===== config.mk =====
export PLATFORM = sky130hd
export DESIGN_NAME = prior_sched
export DESIGN_NICKNAME = d
export VERILOG_FILES = /design/src/common/pqm_pkg.sv /design/src/verilog/prior_sched.sv
export SDC_FILE = /design/constraint.sdc
export NUM_CORES = 1
export LEC_CHECK = 0
export ABC_AREA = 1
export BUFFER_PORTS_ARGS = -buffer_cell sky130_fd_sc_hd__buf_2
export CAP_MARGIN = 20
export CORE_AREA = 2 2 75 77
export DETAILED_ROUTE_END_ITERATION = 8
export DIE_AREA = 0 0 77 79
export PLACE_DENSITY = 0.75
export SYNTH_ARGS = -nofsm -noshare
export SYNTH_HDL_FRONTEND = slang
export SYNTH_SLANG_ARGS = --single-unit

===== constraint.sdc =====
create_clock -name vclk -period 0.8
set_input_delay 0.16 -clock vclk [all_inputs]
set_output_delay 0.16 -clock vclk [all_outputs]
set_load 0.01 [all_outputs]

===== src/common/pqm_pkg.sv =====
`default_nettype none

package pqm_pkg;

    ////////////////////////////////////////
    // sizes
    ////////////////////////////////////////
    localparam int NUM_PORTS  = 16;
    localparam int NUM_PRIOR  = 8;
    localparam int NUM_QUEUES = NUM_PORTS * NUM_PRIOR;
    localparam int PORT_W     = 4;
    localparam int PRIOR_W    = 3;
    localparam int QID_W      = PORT_W + PRIOR_W;
    localparam int ADDR_W     = 10;
    localparam int CNT_W      = 10;
    localparam int LINK_DEPTH = 1 << ADDR_W;

    // controller states
    localparam int         ST_W     = 2;
    localparam logic [1:0] ST_IDLE  = 2'd0;
    localparam logic [1:0] ST_ENQ   = 2'd1;
    localparam logic [1:0] ST_ISSUE = 2'd2;
    localparam logic [1:0] ST_WAIT  = 2'd3;

    ////////////////////////////////////////
    // types
    ////////////////////////////////////////
    typedef logic [ADDR_W-1:0]  cell_addr_t;
    typedef logic [PRIOR_W-1:0] prior_t;
    typedef logic [PORT_W-1:0]  port_t;

    // queue id, flat table index or port/priority pair
    typedef union packed {
        logic [QID_W-1:0] idx;
        struct packed {
            port_t  port;
            prior_t prior;
        } f;
    } queue_id_u;

    // successor of a cell in its queue
    typedef struct packed {
        cell_addr_t next;
        logic       next_last;
    } link_word_t;

endpackage

`default_nettype wire

===== src/verilog/prior_sched.sv =====
`timescale 1ns/100ps
`default_nettype none

module prior_sched (
    input  wire  [pqm_pkg::NUM_QUEUES-1:0]              i_frame_nonzero,
    output logic [pqm_pkg::NUM_PORTS-1:0]               o_out_pending,
    output logic [pqm_pkg::NUM_PORTS*pqm_pkg::PRIOR_W-1:0] o_out_prior
);

    // queue index is port * NUM_PRIOR + priority
    for (genvar p = 0; p < pqm_pkg::NUM_PORTS; p++) begin : g_port
        logic [pqm_pkg::NUM_PRIOR-1:0] busy;
        pqm_pkg::prior_t               pick;

        assign busy = i_frame_nonzero[p*pqm_pkg::NUM_PRIOR +: pqm_pkg::NUM_PRIOR];

        assign o_out_pending[p] = |busy;

        // strict priority, 0 wins
        always_comb begin
            pick = '0;
            for (int k = pqm_pkg::NUM_PRIOR - 1; k >= 0; k--) begin
                if (busy[k]) begin
                    pick = pqm_pkg::prior_t'(k);
                end
            end
        end

        assign o_out_prior[p*pqm_pkg::PRIOR_W +: pqm_pkg::PRIOR_W] = pick;
    end

endmodule

`default_nettype wire


==> flow_metrics.tcl <==
set metrics [dict create \
    pre_cts_ws_ns -0.253 \
    combPwrFrac_pct 100.0 \
    setup_viol 64 \
    grt_pass1_wl_um 9230 \
    p_seq_share_pct 0 \
    synth_cell_types 9 \
    core_sq_um 5340 \
    place_congestion 0.821 \
    setup_ws_ns -0.263 \
    grt_start_max_net_pins 4 \
    p_int_uw 683 \
    avgSynthCellArea_sq_um 4.49 \
    via_count 2772 \
    cp-end-kind "output pin" \
    rsz0062_at_grt "true" \
    flops_and_latches 0 \
    required_ns 0.64 \
    finish.utilization_pct 58.9 \
    cp.arrival_ns 0.90 \
    vias_per_cell 4.47 \
    die_y_um 79 \
    ys_top_cells_by_area "inv_1 30%, nand2_1 27%, nor3_2 10%" \
    slew_violations 0 \
    timing_hold_violations_final 0 \
    ir_drop_uv 299 \
    cp-start-kind "primary input" \
    cap_violations 0 \
    slew_headroom_pct 89.2 \
    antenna_cells 0 \
    synth_top_cell_area_share_pct 30.4 \
    path_class "primary input to output pin" \
    regArea_sq_um 0 \
    hold_depth 3 \
    sw_frac_of_total_pct 51.2 \
    die_x_um 77 \
    io_buffer_count 192 \
    switchingPower_uw 717 \
    power_density_nw_per_um2 446 \
    synth_top_cell_by_area "inv_1" \
    failed_checks "setup timing" \
    drc 0 \
    layout.nets 678 \
    drive_gt1_share_pct 52.0 \
    period_needed_ns 1.06 \
    yosys_warnings 0 \
    dieArea_sq_um 6080 \
    ys_seq_area_share_pct 0 \
    wl_um 6370 \
    min_from "i_frame_nonzero[24]" \
    area_growth_pct 98.7 \
    holdBufCountCts 0 \
    hpwl_um 5030 \
    cp_max_fo 2 \
    status "finished with violations" \
    overflow 0 \
    fp-row-count 27 \
    drt-pass1-iter-count 4 \
    ios 192 \
    syn-instance-count 352 \
    syn-num-nets 480 \
    syn_area_sq_um 1580 \
    routedWlPerCell_um 10.3 \
    grt_pass1_vias 2420 \
    fillers 493 \
    hp-class "primary input to output pin" \
    leakage_nw 2.12 \
    antenna_left 0 \
    holdWs_ns 0.562 \
    whs_endpoint "o_out_prior[9]" \
    p_clk_share_pct 0 \
    clkbuf_count 0 \
    fin_crit_sh_pct 133 \
    antenna_found_initial 0 \
    tightest_slew_ns 0.161 \
    drt_iter0_drc 39 \
    max_freq_mhz 941 \
    initial_core_util_pct 29.6 \
    grt_usage_pct 17.1 \
]
[cells by family (layout without fill, tap and decap cells)]
| family | after synthesis | after routing | synth area share (%) |
|---|---|---|---|
| buf+inv | 128 | 324 | 30.4 |
| compound gates | 32 | 32 | 11.4 |
| simple gates | 192 | 192 | 58.2 |
[power groups by stage]
stage,Combinational [mW],Clock (mW),Sequential (mW)
floorplan,0.532,0,0
CTS,1.20,0,0
global route,1.55,0,0
finish,1.40,0,0
global placement,1.06,0,0
detailed placement,1.08,0,0
[layout make-up]
class	instances	area, sq um	area share [%]
multi-input cells	224	1360	43.2
well taps	72	90.1	2.87
repair buffers	196	1210	38.4
inverters	128	488	15.5
[worst max path at each step]
| stage | endpoint | start | slack, ns | cells after the start |
|---|---|---|---|---|
| 2_1_floorplan | o_out_pending[0] | i_frame_nonzero[6] | 0.01 | 3 |
| 3_3_place_gp | o_out_prior[8] | i_frame_nonzero[22] | -0.25 | 5 |
| 3_5_place_dp | o_out_prior[8] | i_frame_nonzero[22] | -0.25 | 5 |
| 4_1_cts | o_out_prior[5] | i_frame_nonzero[14] | -0.23 | 5 |
| 5_1_grt | o_out_prior[18] | i_frame_nonzero[54] | -0.29 | 9 |
| 6_report | o_out_pending[12] | i_frame_nonzero[103] | -0.26 | 5 |
[metal layers]
| layer | GRT usage (%) | part of all wire (%) |
|---|---|---|
| met5 | 0 | 0 |
| met2 | 36.7 | 55 |
| met3 | 2.39 | 7.8 |
| met4 | 1.96 | 1.3 |
| met1 | 17.9 | 36 |
[cell usage after synthesis]
library cell    n
a21oi_1        16
nor3_2         16
inv_1         128
nand4_1        16
nand3_1        16
nor2_1         16
or2_1          16
nand2_1       112
a31oi_1        16
[stage by stage]
step	setup TNS [ns]	area, sq um	cells	total power [mW]
floorplan	0	1580	352	0.532
global placement	-11.37	2650	618	1.06
detailed placement	-11.78	2650	618	1.08
CTS	-10.94	2860	618	1.20
global route	-14.40	3140	620	1.55
finish	-11.32	3140	620	1.40
[cell usage in the layout, fill, tap and decap left out, drive strengths merged]
cell type / netlist / routed
a31oi: 16 / 16
nor3: 16 / 16
buf: 0 / 196
or2: 16 / 16
nand3: 16 / 16
inv: 128 / 127
nor2: 16 / 16
nand4: 16 / 16
clkinv: 0 / 1
nand2: 112 / 112
a21oi: 16 / 16
[repair_timing]
item,CTS,global route
setup buffers,0,2
gates resized for setup,53,81
pin swaps,19,32
endpoints found under the setup margin,64,64
gates cloned,0,0
[worst max-delay path, cell delays in order]
cell and delay [ns]:
buf_6 0.10, or2_4 0.26, nor3_4 0.19, nand2_1 0.06
buf_2 0.13
Power figures use the tool's default switching activity.
