==> src/common/pqm_pkg.sv <==
`default_nettype none

package pqm_pkg;

    ////////////////////////////////////////
    // sizes
    ////////////////////////////////////////
    localparam int NUM_PORTS  = 16;
    localparam int NUM_PRIOR  = 8;
    localparam int NUM_QUEUES = NUM_PORTS * NUM_PRIOR;
    localparam int PORT_W     = 4;
    localparam int PRIOR_W    = 3;
    localparam int QID_W      = PORT_W + PRIOR_W;
    localparam int ADDR_W     = 10;
    localparam int CNT_W      = 10;
    localparam int LINK_DEPTH = 1 << ADDR_W;

    // controller states
    localparam int         ST_W     = 2;
    localparam logic [1:0] ST_IDLE  = 2'd0;
    localparam logic [1:0] ST_ENQ   = 2'd1;
    localparam logic [1:0] ST_ISSUE = 2'd2;
    localparam logic [1:0] ST_WAIT  = 2'd3;

    ////////////////////////////////////////
    // types
    ////////////////////////////////////////
    typedef logic [ADDR_W-1:0]  cell_addr_t;
    typedef logic [PRIOR_W-1:0] prior_t;
    typedef logic [PORT_W-1:0]  port_t;

    // queue id, flat table index or port/priority pair
    typedef union packed {
        logic [QID_W-1:0] idx;
        struct packed {
            port_t  port;
            prior_t prior;
        } f;
    } queue_id_u;

    // successor of a cell in its queue
    typedef struct packed {
        cell_addr_t next;
        logic       next_last;
    } link_word_t;

endpackage

`default_nettype wire
==> src/common/qtab_if.sv <==
`timescale 1ns/100ps
`default_nettype none

interface qtab_if;

    // queue under work
    pqm_pkg::queue_id_u     qid;

    // append one cell
    logic                   push;
    pqm_pkg::cell_addr_t    push_addr;
    logic                   push_last;

    // drop the head cell
    logic                   pop;
    pqm_pkg::link_word_t    pop_word;
    logic                   pop_end;

    // head state of qid
    pqm_pkg::cell_addr_t    head;
    logic                   head_last;
    logic                   nonempty;

    modport ctrl (
        output qid,
        output push, push_addr, push_last,
        output pop, pop_word, pop_end,
        input  head, head_last, nonempty
    );

    modport tbl (
        input  qid,
        input  push, push_addr, push_last,
        input  pop, pop_word, pop_end,
        output head, head_last, nonempty
    );

endinterface

`default_nettype wire

==> src/common/link_if.sv <==
`timescale 1ns/100ps
`default_nettype none

interface link_if;

    // write port, driven by the queue table on push
    logic                   wr_en;
    pqm_pkg::cell_addr_t    wr_addr;
    pqm_pkg::link_word_t    wr_data;

    // read port, data one cycle after rd_en
    logic                   rd_en;
    pqm_pkg::cell_addr_t    rd_addr;
    pqm_pkg::link_word_t    rd_data;

    modport writer (
        output wr_en, wr_addr, wr_data
    );

    modport reader (
        output rd_en, rd_addr,
        input  rd_data
    );

    modport ram (
        input  wr_en, wr_addr, wr_data,
        input  rd_en, rd_addr,
        output rd_data
    );

endinterface

`default_nettype wire

==> src/verilog/pqm_ctrl.sv <==
`timescale 1ns/100ps
`default_nettype none

module pqm_ctrl (
    input  wire                                         i_clk,
    input  wire                                         i_rst,

    // enqueue
    input  wire                                         i_vld,
    input  wire  pqm_pkg::port_t                        i_da,
    input  wire  pqm_pkg::prior_t                       i_prior,
    input  wire                                         i_addr_in_vld,
    input  wire  pqm_pkg::cell_addr_t                   i_addr_in,
    input  wire                                         i_frame_last,
    output logic                                        o_addr_in_rdy,

    // dequeue
    input  wire                                         i_out_vld,
    input  wire  pqm_pkg::port_t                        i_out_port,
    input  wire                                         i_addr_out_rdy,
    output logic                                        o_addr_out_vld,
    output pqm_pkg::cell_addr_t                         o_addr_out,
    output logic                                        o_frame_last,
    output logic                                        o_addr_rls_vld,
    output pqm_pkg::cell_addr_t                         o_addr_rls,

    qtab_if.ctrl                                        qt,
    link_if.reader                                      lk,

    // scheduler status
    input  wire  [pqm_pkg::NUM_PORTS-1:0]               i_pending,
    input  wire  [pqm_pkg::NUM_PORTS*pqm_pkg::PRIOR_W-1:0] i_prior_sel
);

    logic [pqm_pkg::ST_W-1:0]   state_q;
    logic [pqm_pkg::ST_W-1:0]   state_d;
    pqm_pkg::queue_id_u         qid_q;
    pqm_pkg::queue_id_u         qid_d;
    logic                       in_rdy_q;
    logic                       out_vld_q;
    logic                       out_last_q;
    logic                       rls_vld_q;
    pqm_pkg::cell_addr_t        out_addr_q;
    pqm_pkg::cell_addr_t        rls_addr_q;

    logic                       vld_acc;
    logic                       push_ok;
    logic                       deq_start;
    logic                       issue;

    ////////////////////////////////////////
    // request decode
    ////////////////////////////////////////
    assign vld_acc   = i_vld && (state_q == pqm_pkg::ST_IDLE || state_q == pqm_pkg::ST_ENQ);
    assign push_ok   = state_q == pqm_pkg::ST_ENQ && i_addr_in_vld && in_rdy_q;
    // enqueue strobe wins over a dequeue request
    assign deq_start = state_q == pqm_pkg::ST_IDLE && !i_vld && i_out_vld
                       && i_pending[i_out_port];
    assign issue     = state_q == pqm_pkg::ST_ISSUE && i_addr_out_rdy && qt.nonempty;

    always_comb begin
        state_d = state_q;
        case (state_q)
            pqm_pkg::ST_IDLE: begin
                if (vld_acc) begin
                    state_d = pqm_pkg::ST_ENQ;
                end else if (deq_start) begin
                    state_d = pqm_pkg::ST_ISSUE;
                end
            end
            pqm_pkg::ST_ENQ: begin
                if (!vld_acc && push_ok && i_frame_last) begin
                    state_d = pqm_pkg::ST_IDLE;
                end
            end
            pqm_pkg::ST_ISSUE: begin
                if (issue) begin
                    state_d = pqm_pkg::ST_WAIT;
                end
            end
            default: begin
                // link word arrives here, frame ends on the head flag
                state_d = qt.head_last ? pqm_pkg::ST_IDLE : pqm_pkg::ST_ISSUE;
            end
        endcase
    end

    // latched queue, from the enqueue strobe or the scheduler pick
    always_comb begin
        qid_d = qid_q;
        if (vld_acc) begin
            qid_d.f.port  = i_da;
            qid_d.f.prior = i_prior;
        end else if (deq_start) begin
            qid_d.f.port  = i_out_port;
            qid_d.f.prior = i_prior_sel[i_out_port*pqm_pkg::PRIOR_W +: pqm_pkg::PRIOR_W];
        end
    end

    ////////////////////////////////////////
    // state and strobes
    ////////////////////////////////////////
    always_ff @(posedge i_clk or posedge i_rst) begin
        if (i_rst) begin
            state_q    <= pqm_pkg::ST_IDLE;
            qid_q      <= '0;
            in_rdy_q   <= 1'b0;
            out_vld_q  <= 1'b0;
            out_last_q <= 1'b0;
            rls_vld_q  <= 1'b0;
        end else begin
            state_q    <= state_d;
            qid_q      <= qid_d;
            // low right after a strobe and for the whole dequeue
            in_rdy_q   <= !vld_acc && (state_d == pqm_pkg::ST_IDLE
                                       || state_d == pqm_pkg::ST_ENQ);
            out_vld_q  <= issue;
            out_last_q <= issue && qt.head_last;
            rls_vld_q  <= out_vld_q;
        end
    end

    always_ff @(posedge i_clk) begin
        if (issue) begin
            out_addr_q <= qt.head;
        end
        if (out_vld_q) begin
            rls_addr_q <= out_addr_q;
        end
    end

    ////////////////////////////////////////
    // table and link memory
    ////////////////////////////////////////
    assign qt.qid       = qid_q;
    assign qt.push      = push_ok;
    assign qt.push_addr = i_addr_in;
    assign qt.push_last = i_frame_last;
    // pop once the head's link word is back
    assign qt.pop       = state_q == pqm_pkg::ST_WAIT;
    assign qt.pop_word  = lk.rd_data;
    assign qt.pop_end   = qt.head_last;

    assign lk.rd_en   = issue;
    assign lk.rd_addr = qt.head;

    assign o_addr_in_rdy  = in_rdy_q;
    assign o_addr_out_vld = out_vld_q;
    assign o_addr_out     = out_addr_q;
    assign o_frame_last   = out_last_q;
    assign o_addr_rls_vld = rls_vld_q;
    assign o_addr_rls     = rls_addr_q;

endmodule

`default_nettype wire

==> src/flat_wrapper.sv <==
// flat-port wrapper written by rule: the top's interface ports become plain ports
module pqm_ctrl_flat 
  (i_clk, i_rst, i_vld, i_da, i_prior, i_addr_in_vld, i_addr_in, i_frame_last, o_addr_in_rdy, i_out_vld, i_out_port, i_addr_out_rdy, o_addr_out_vld, o_addr_out, o_frame_last, o_addr_rls_vld, o_addr_rls, i_pending, i_prior_sel, qt_qid, qt_push, qt_push_addr, qt_push_last, qt_pop, qt_pop_word, qt_pop_end, qt_head, qt_head_last, qt_nonempty, lk_rd_en, lk_rd_addr, lk_rd_data);
  qtab_if qt_i ();
  link_if lk_i ();
  input  wire i_clk;
  input  wire i_rst;
  input  wire i_vld;
  input  wire  pqm_pkg::port_t i_da;
  input  wire  pqm_pkg::prior_t i_prior;
  input  wire i_addr_in_vld;
  input  wire  pqm_pkg::cell_addr_t i_addr_in;
  input  wire i_frame_last;
  output logic o_addr_in_rdy;
  input  wire i_out_vld;
  input  wire  pqm_pkg::port_t i_out_port;
  input  wire i_addr_out_rdy;
  output logic o_addr_out_vld;
  output pqm_pkg::cell_addr_t o_addr_out;
  output logic o_frame_last;
  output logic o_addr_rls_vld;
  output pqm_pkg::cell_addr_t o_addr_rls;
  input  wire  [pqm_pkg::NUM_PORTS-1:0] i_pending;
  input  wire  [pqm_pkg::NUM_PORTS*pqm_pkg::PRIOR_W-1:0] i_prior_sel;
  output wire logic [$bits(qt_i.qid)-1:0] qt_qid;
  output wire logic [$bits(qt_i.push)-1:0] qt_push;
  output wire logic [$bits(qt_i.push_addr)-1:0] qt_push_addr;
  output wire logic [$bits(qt_i.push_last)-1:0] qt_push_last;
  output wire logic [$bits(qt_i.pop)-1:0] qt_pop;
  output wire logic [$bits(qt_i.pop_word)-1:0] qt_pop_word;
  output wire logic [$bits(qt_i.pop_end)-1:0] qt_pop_end;
  input wire logic [$bits(qt_i.head)-1:0] qt_head;
  input wire logic [$bits(qt_i.head_last)-1:0] qt_head_last;
  input wire logic [$bits(qt_i.nonempty)-1:0] qt_nonempty;
  output wire logic [$bits(lk_i.rd_en)-1:0] lk_rd_en;
  output wire logic [$bits(lk_i.rd_addr)-1:0] lk_rd_addr;
  input wire logic [$bits(lk_i.rd_data)-1:0] lk_rd_data;
  assign qt_qid = qt_i.qid;
  assign qt_push = qt_i.push;
  assign qt_push_addr = qt_i.push_addr;
  assign qt_push_last = qt_i.push_last;
  assign qt_pop = qt_i.pop;
  assign qt_pop_word = qt_i.pop_word;
  assign qt_pop_end = qt_i.pop_end;
  assign qt_i.head = qt_head;
  assign qt_i.head_last = qt_head_last;
  assign qt_i.nonempty = qt_nonempty;
  assign lk_rd_en = lk_i.rd_en;
  assign lk_rd_addr = lk_i.rd_addr;
  assign lk_i.rd_data = lk_rd_data;
  pqm_ctrl u_core (.i_clk(i_clk), .i_rst(i_rst), .i_vld(i_vld), .i_da(i_da), .i_prior(i_prior), .i_addr_in_vld(i_addr_in_vld), .i_addr_in(i_addr_in), .i_frame_last(i_frame_last), .o_addr_in_rdy(o_addr_in_rdy), .i_out_vld(i_out_vld), .i_out_port(i_out_port), .i_addr_out_rdy(i_addr_out_rdy), .o_addr_out_vld(o_addr_out_vld), .o_addr_out(o_addr_out), .o_frame_last(o_frame_last), .o_addr_rls_vld(o_addr_rls_vld), .o_addr_rls(o_addr_rls), .qt(qt_i), .lk(lk_i), .i_pending(i_pending), .i_prior_sel(i_prior_sel));
endmodule
==> config.mk <==
export PLATFORM = sky130hd
export DESIGN_NAME = pqm_ctrl_flat
export DESIGN_NICKNAME = d
export VERILOG_FILES = /design/src/common/pqm_pkg.sv /design/src/common/qtab_if.sv /design/src/common/link_if.sv /design/src/verilog/pqm_ctrl.sv /design/src/flat_wrapper.sv
export SDC_FILE = /design/constraint.sdc
export NUM_CORES = 1
export LEC_CHECK = 0
export BUFFER_PORTS_ARGS = -buffer_cell sky130_fd_sc_hd__buf_2
export CORE_MARGIN = 2
export CORE_UTILIZATION = 34
export CTS_CLUSTER_SIZE = 30
export DETAILED_ROUTE_END_ITERATION = 6
export PLACE_DENSITY = 0.84
export SETUP_SLACK_MARGIN = 0.02
export SLEW_MARGIN = 15
export SYNTH_ARGS = -nofsm -noshare
export SYNTH_HDL_FRONTEND = slang
export SYNTH_SLANG_ARGS = --single-unit
==> constraint.sdc <==
create_clock -name i_clk -period 1.7 [get_ports i_clk]
set_clock_uncertainty 0.2 [all_clocks]
set_input_delay 0.425 -clock i_clk [delete_from_list [all_inputs] [get_ports i_clk]]
set_output_delay 0.425 -clock i_clk [all_outputs]
set_load 0.01 [all_outputs]
==> results.py <==
metrics = {
    "floorplanning": {
        "initial_core_util_pct": 35.0,
        "dieArea_mm2": 0.00673,
        "coreArea_mm2": 0.00592,
        "die_w_um": 82.1,
        "num_rows": 28,
        "chipHeight_um": 82.1,
        "top_level_ports": 182,
    },
    "synth": {
        "avgSynthCellArea_um2": 12.3,
        "synth_seq_area_share_pct": 44.7,
        "ys_seq_elements": 33,
        "yosysWarnings": 0,
        "synth_edf_count": 20,
        "async_flop_share_pct": 39.4,
        "synth.net_count": 283,
        "synthCells": 168,
        "synthFlopType": "edfxtp_1",
        "synth_top_area_share_pct": 29.0,
        "synth.distinct_cells": 33,
        "synthTopCellsByArea": "edfxtp_1 29%, dfrtp_1 16%, buf_4 12%",
        "yosysTopAreaCell": "edfxtp_1",
        "synthesis.area_mm2": 0.00207,
    },
    "worst_setup_path": {
        "crit_start": "u_core.state_q[0]",
        "r2r_cells": 6,
        "r2r-start": "u_core.state_q[0]",
        "crit_path_end_kind": "output port",
        "crit_end": "lk_rd_en",
        "critical_path_arrival_ns": 1.18,
        "cp_max_fo": 4,
        "path_class": "reg -> out",
        "r2r_end": "u_core.qt.qid[5]",
        "crit_required_ns": 1.07,
        "start_kind": "register",
        "r2r_slack_ns": -0.02,
    },
    "clock_tree": {
        "cts_root_buf": "clkbuf_8",
        "cts_sinks": 33,
        "cts_buffers": 5,
        "clkLatencyLatePin_ns": 0.27,
        "cts_buffer_depth": 2,
        "ctsHoldBuffers": 0,
        "cts.reportedPaths.clkPinSlew_ns": 0.07,
        "cts_tree": "yes",
        "htree_num_levels": 2,
    },
    "timing": {
        "rsz0062_at_grt": "yes",
        "setup_viol": 7,
        "period_share_pct": 106,
        "slew_headroom_pct": 63.3,
        "final_max_slew_viol_count": 0,
        "hold_ws_ns": -0.0174,
        "hold_viol_final": 13,
        "worst_slew_pin_slew_ns": 0.549,
        "finalCriticalPeriod_ns": 1.80,
        "max_freq_mhz": 555,
        "setup_ws_ns": -0.101,
    },
    "drt": {
        "post_drt_wl_per_cell_um": 14.7,
        "route.detailed.drc": 0,
        "vias_per_cell": 4.76,
        "routed_wl_um": 5490,
        "first_pass_iters": 4,
        "vias": 1779,
        "drt-initial-drc-count": 54,
        "antenna_left": 0,
    },
    "final_layout": {
        "postLayoutCoreUtil_pct": 49.1,
        "areaGrowthSynthToFinish_pct": 40.3,
        "nNetsFinal": 413,
        "fillers": 538,
        "final_common_cell": "buf_2",
        "antennaDiodeCount": 0,
        "drive_above_1_share_pct": 63.5,
        "layout_common_cells": "137 x buf_2, 21 x mux2i_1, 20 x edfxtp_1",
    },
    "placed_design": {
        "dp_hpwl_um": 4590,
        "place_ws_ns": -0.330,
        "io_buffers": 139,
        "gp_congestion": 0.736,
    },
    "min_path": {
        "hold_class": "in -> async",
    },
    "global_routing": {
        "grt_pass1_wl_um": 8190,
        "grt_max_degree": 14,
        "grt_antenna_before_repair": 0,
        "grt_usage_pct": 16.2,
        "gr-total-overflow": 0,
        "grt_pass1_vias": 1749,
    },
    "power": {
        "p_leak_uw": 0.00145,
        "peakVddDrop_v": 0.000433,
        "power_density_mw_per_mm2": 939,
    },
    "flow_run": {
        "drv_cap": 0,
    },
    "outcome": {
        "violations": "negative hold slack, negative setup slack",
        "status": "finished with violations",
    },
}
## power by group
group	switching [uW]	internal [uW]
combinational	524	552
clock	273	282
sequential	83.1	1020
## layout make-up
cell class	instances	area (um2)	share of cell area (%)
timing repair buffer	162	942	32.4
sequential	33	926	31.9
multi-input combinational	90	833	28.7
tap	75	93.8	3.23
clock buffer	5	68.8	2.37
inverter	6	25.0	0.861
clock inverter	3	17.5	0.603
## worst max-delay path, stage by stage (launching register included)
cell and delay (ns):
dfrtp_1 0.39, buf_6 0.12, and4b_1 0.25, buf_2 0.14
## synthesized netlist by cell type, types with 2 or more instances
library cell	instances
o22ai_1	3
buf_4	34
mux2i_1	23
dfrtp_1	13
a221oi_2	2
nand2_1	12
a22oi_1	2
inv_1	6
o211ai_1	3
and2_1	3
nand4_1	3
nand3_2	2
buf_6	2
mux4_1	6
mux4_2	3
nand3_1	7
o21ai_0	3
nor2_1	4
nor2b_1	4
edfxtp_1	20
## logic make-up (layout without fill, tap and decap cells)
group | count (synthesis) | in the layout | share of synthesized area [%]
DFF | 33 | 33 | 44.7
and+or+nand+nor | 42 | 42 | 11.1
AOI/OAI and AO/OA | 16 | 16 | 6.34
buffers and inverters | 45 | 176 | 15.9
muxes | 32 | 32 | 22.0
## repair_timing
| action | in CTS | in global routing |
|---|---|---|
| gates cloned | 1 | 0 |
| endpoints found under the hold margin | 0 | 0 |
| resized for setup | 13 | 5 |
| buffers inserted | 2 | 2 |
| pin swaps | 6 | 1 |
| endpoints found under the setup margin | 12 | 12 |
## worst min path at each step
| stage | end | slack (ns) | depth (start not counted) |
|---|---|---|---|
| global route | u_core.o_addr_out_vld | 0.03 | 2 |
| finish | u_core.o_frame_last | -0.02 | 2 |
| global placement | u_core.o_addr_rls[9] | 0.23 | 0 |
| CTS | u_core.o_addr_rls_vld | 0.0006 | 2 |
| floorplan | u_core.o_addr_in_rdy | 0.10 | 1 |
| detailed placement | u_core.o_addr_rls[8] | 0.23 | 0 |
## metal layers
| metal | vias up | part of all wire (%) | global-route usage, % |
|---|---|---|---|
| li1 | 852 | - | - |
| met1 | 818 | 39 | 18.6 |
| met2 | 93 | 51 | 28.9 |
| met3 | 16 | 7.1 | 4.07 |
| met4 | 0 | 2.3 | 6.00 |
| met5 | - | 0 | 0 |
## flip-flops by register name, summed over array words and instances (netlist names)
name,count
u_core.o_addr_rls,10
u_core.o_addr_rls_vld,1
u_core.o_addr_out_vld,1
u_core.qt.qid,7
u_core.o_addr_out,10
u_core.state_q,2
u_core.o_frame_last,1
u_core.o_addr_in_rdy,1
## metrics by stage
stage | TNS (ns) | instance area, um2 | total power (uW) | std cells | hold WS (ns)
finish | -0.281 | 2910 | 2730 | 374 | -0.0174
CTS | -0.391 | 2870 | 2700 | 372 | 0.000574
global route | -1.17 | 2910 | 2910 | 374 | 0.0298
detailed placement | -2.78 | 2720 | 2070 | 361 | 0.232
floorplan | -0.602 | 2080 | 1660 | 168 | 0.102
global placement | -2.34 | 2720 | 2040 | 361 | 0.228
Power figures use the tool's default switching activity.
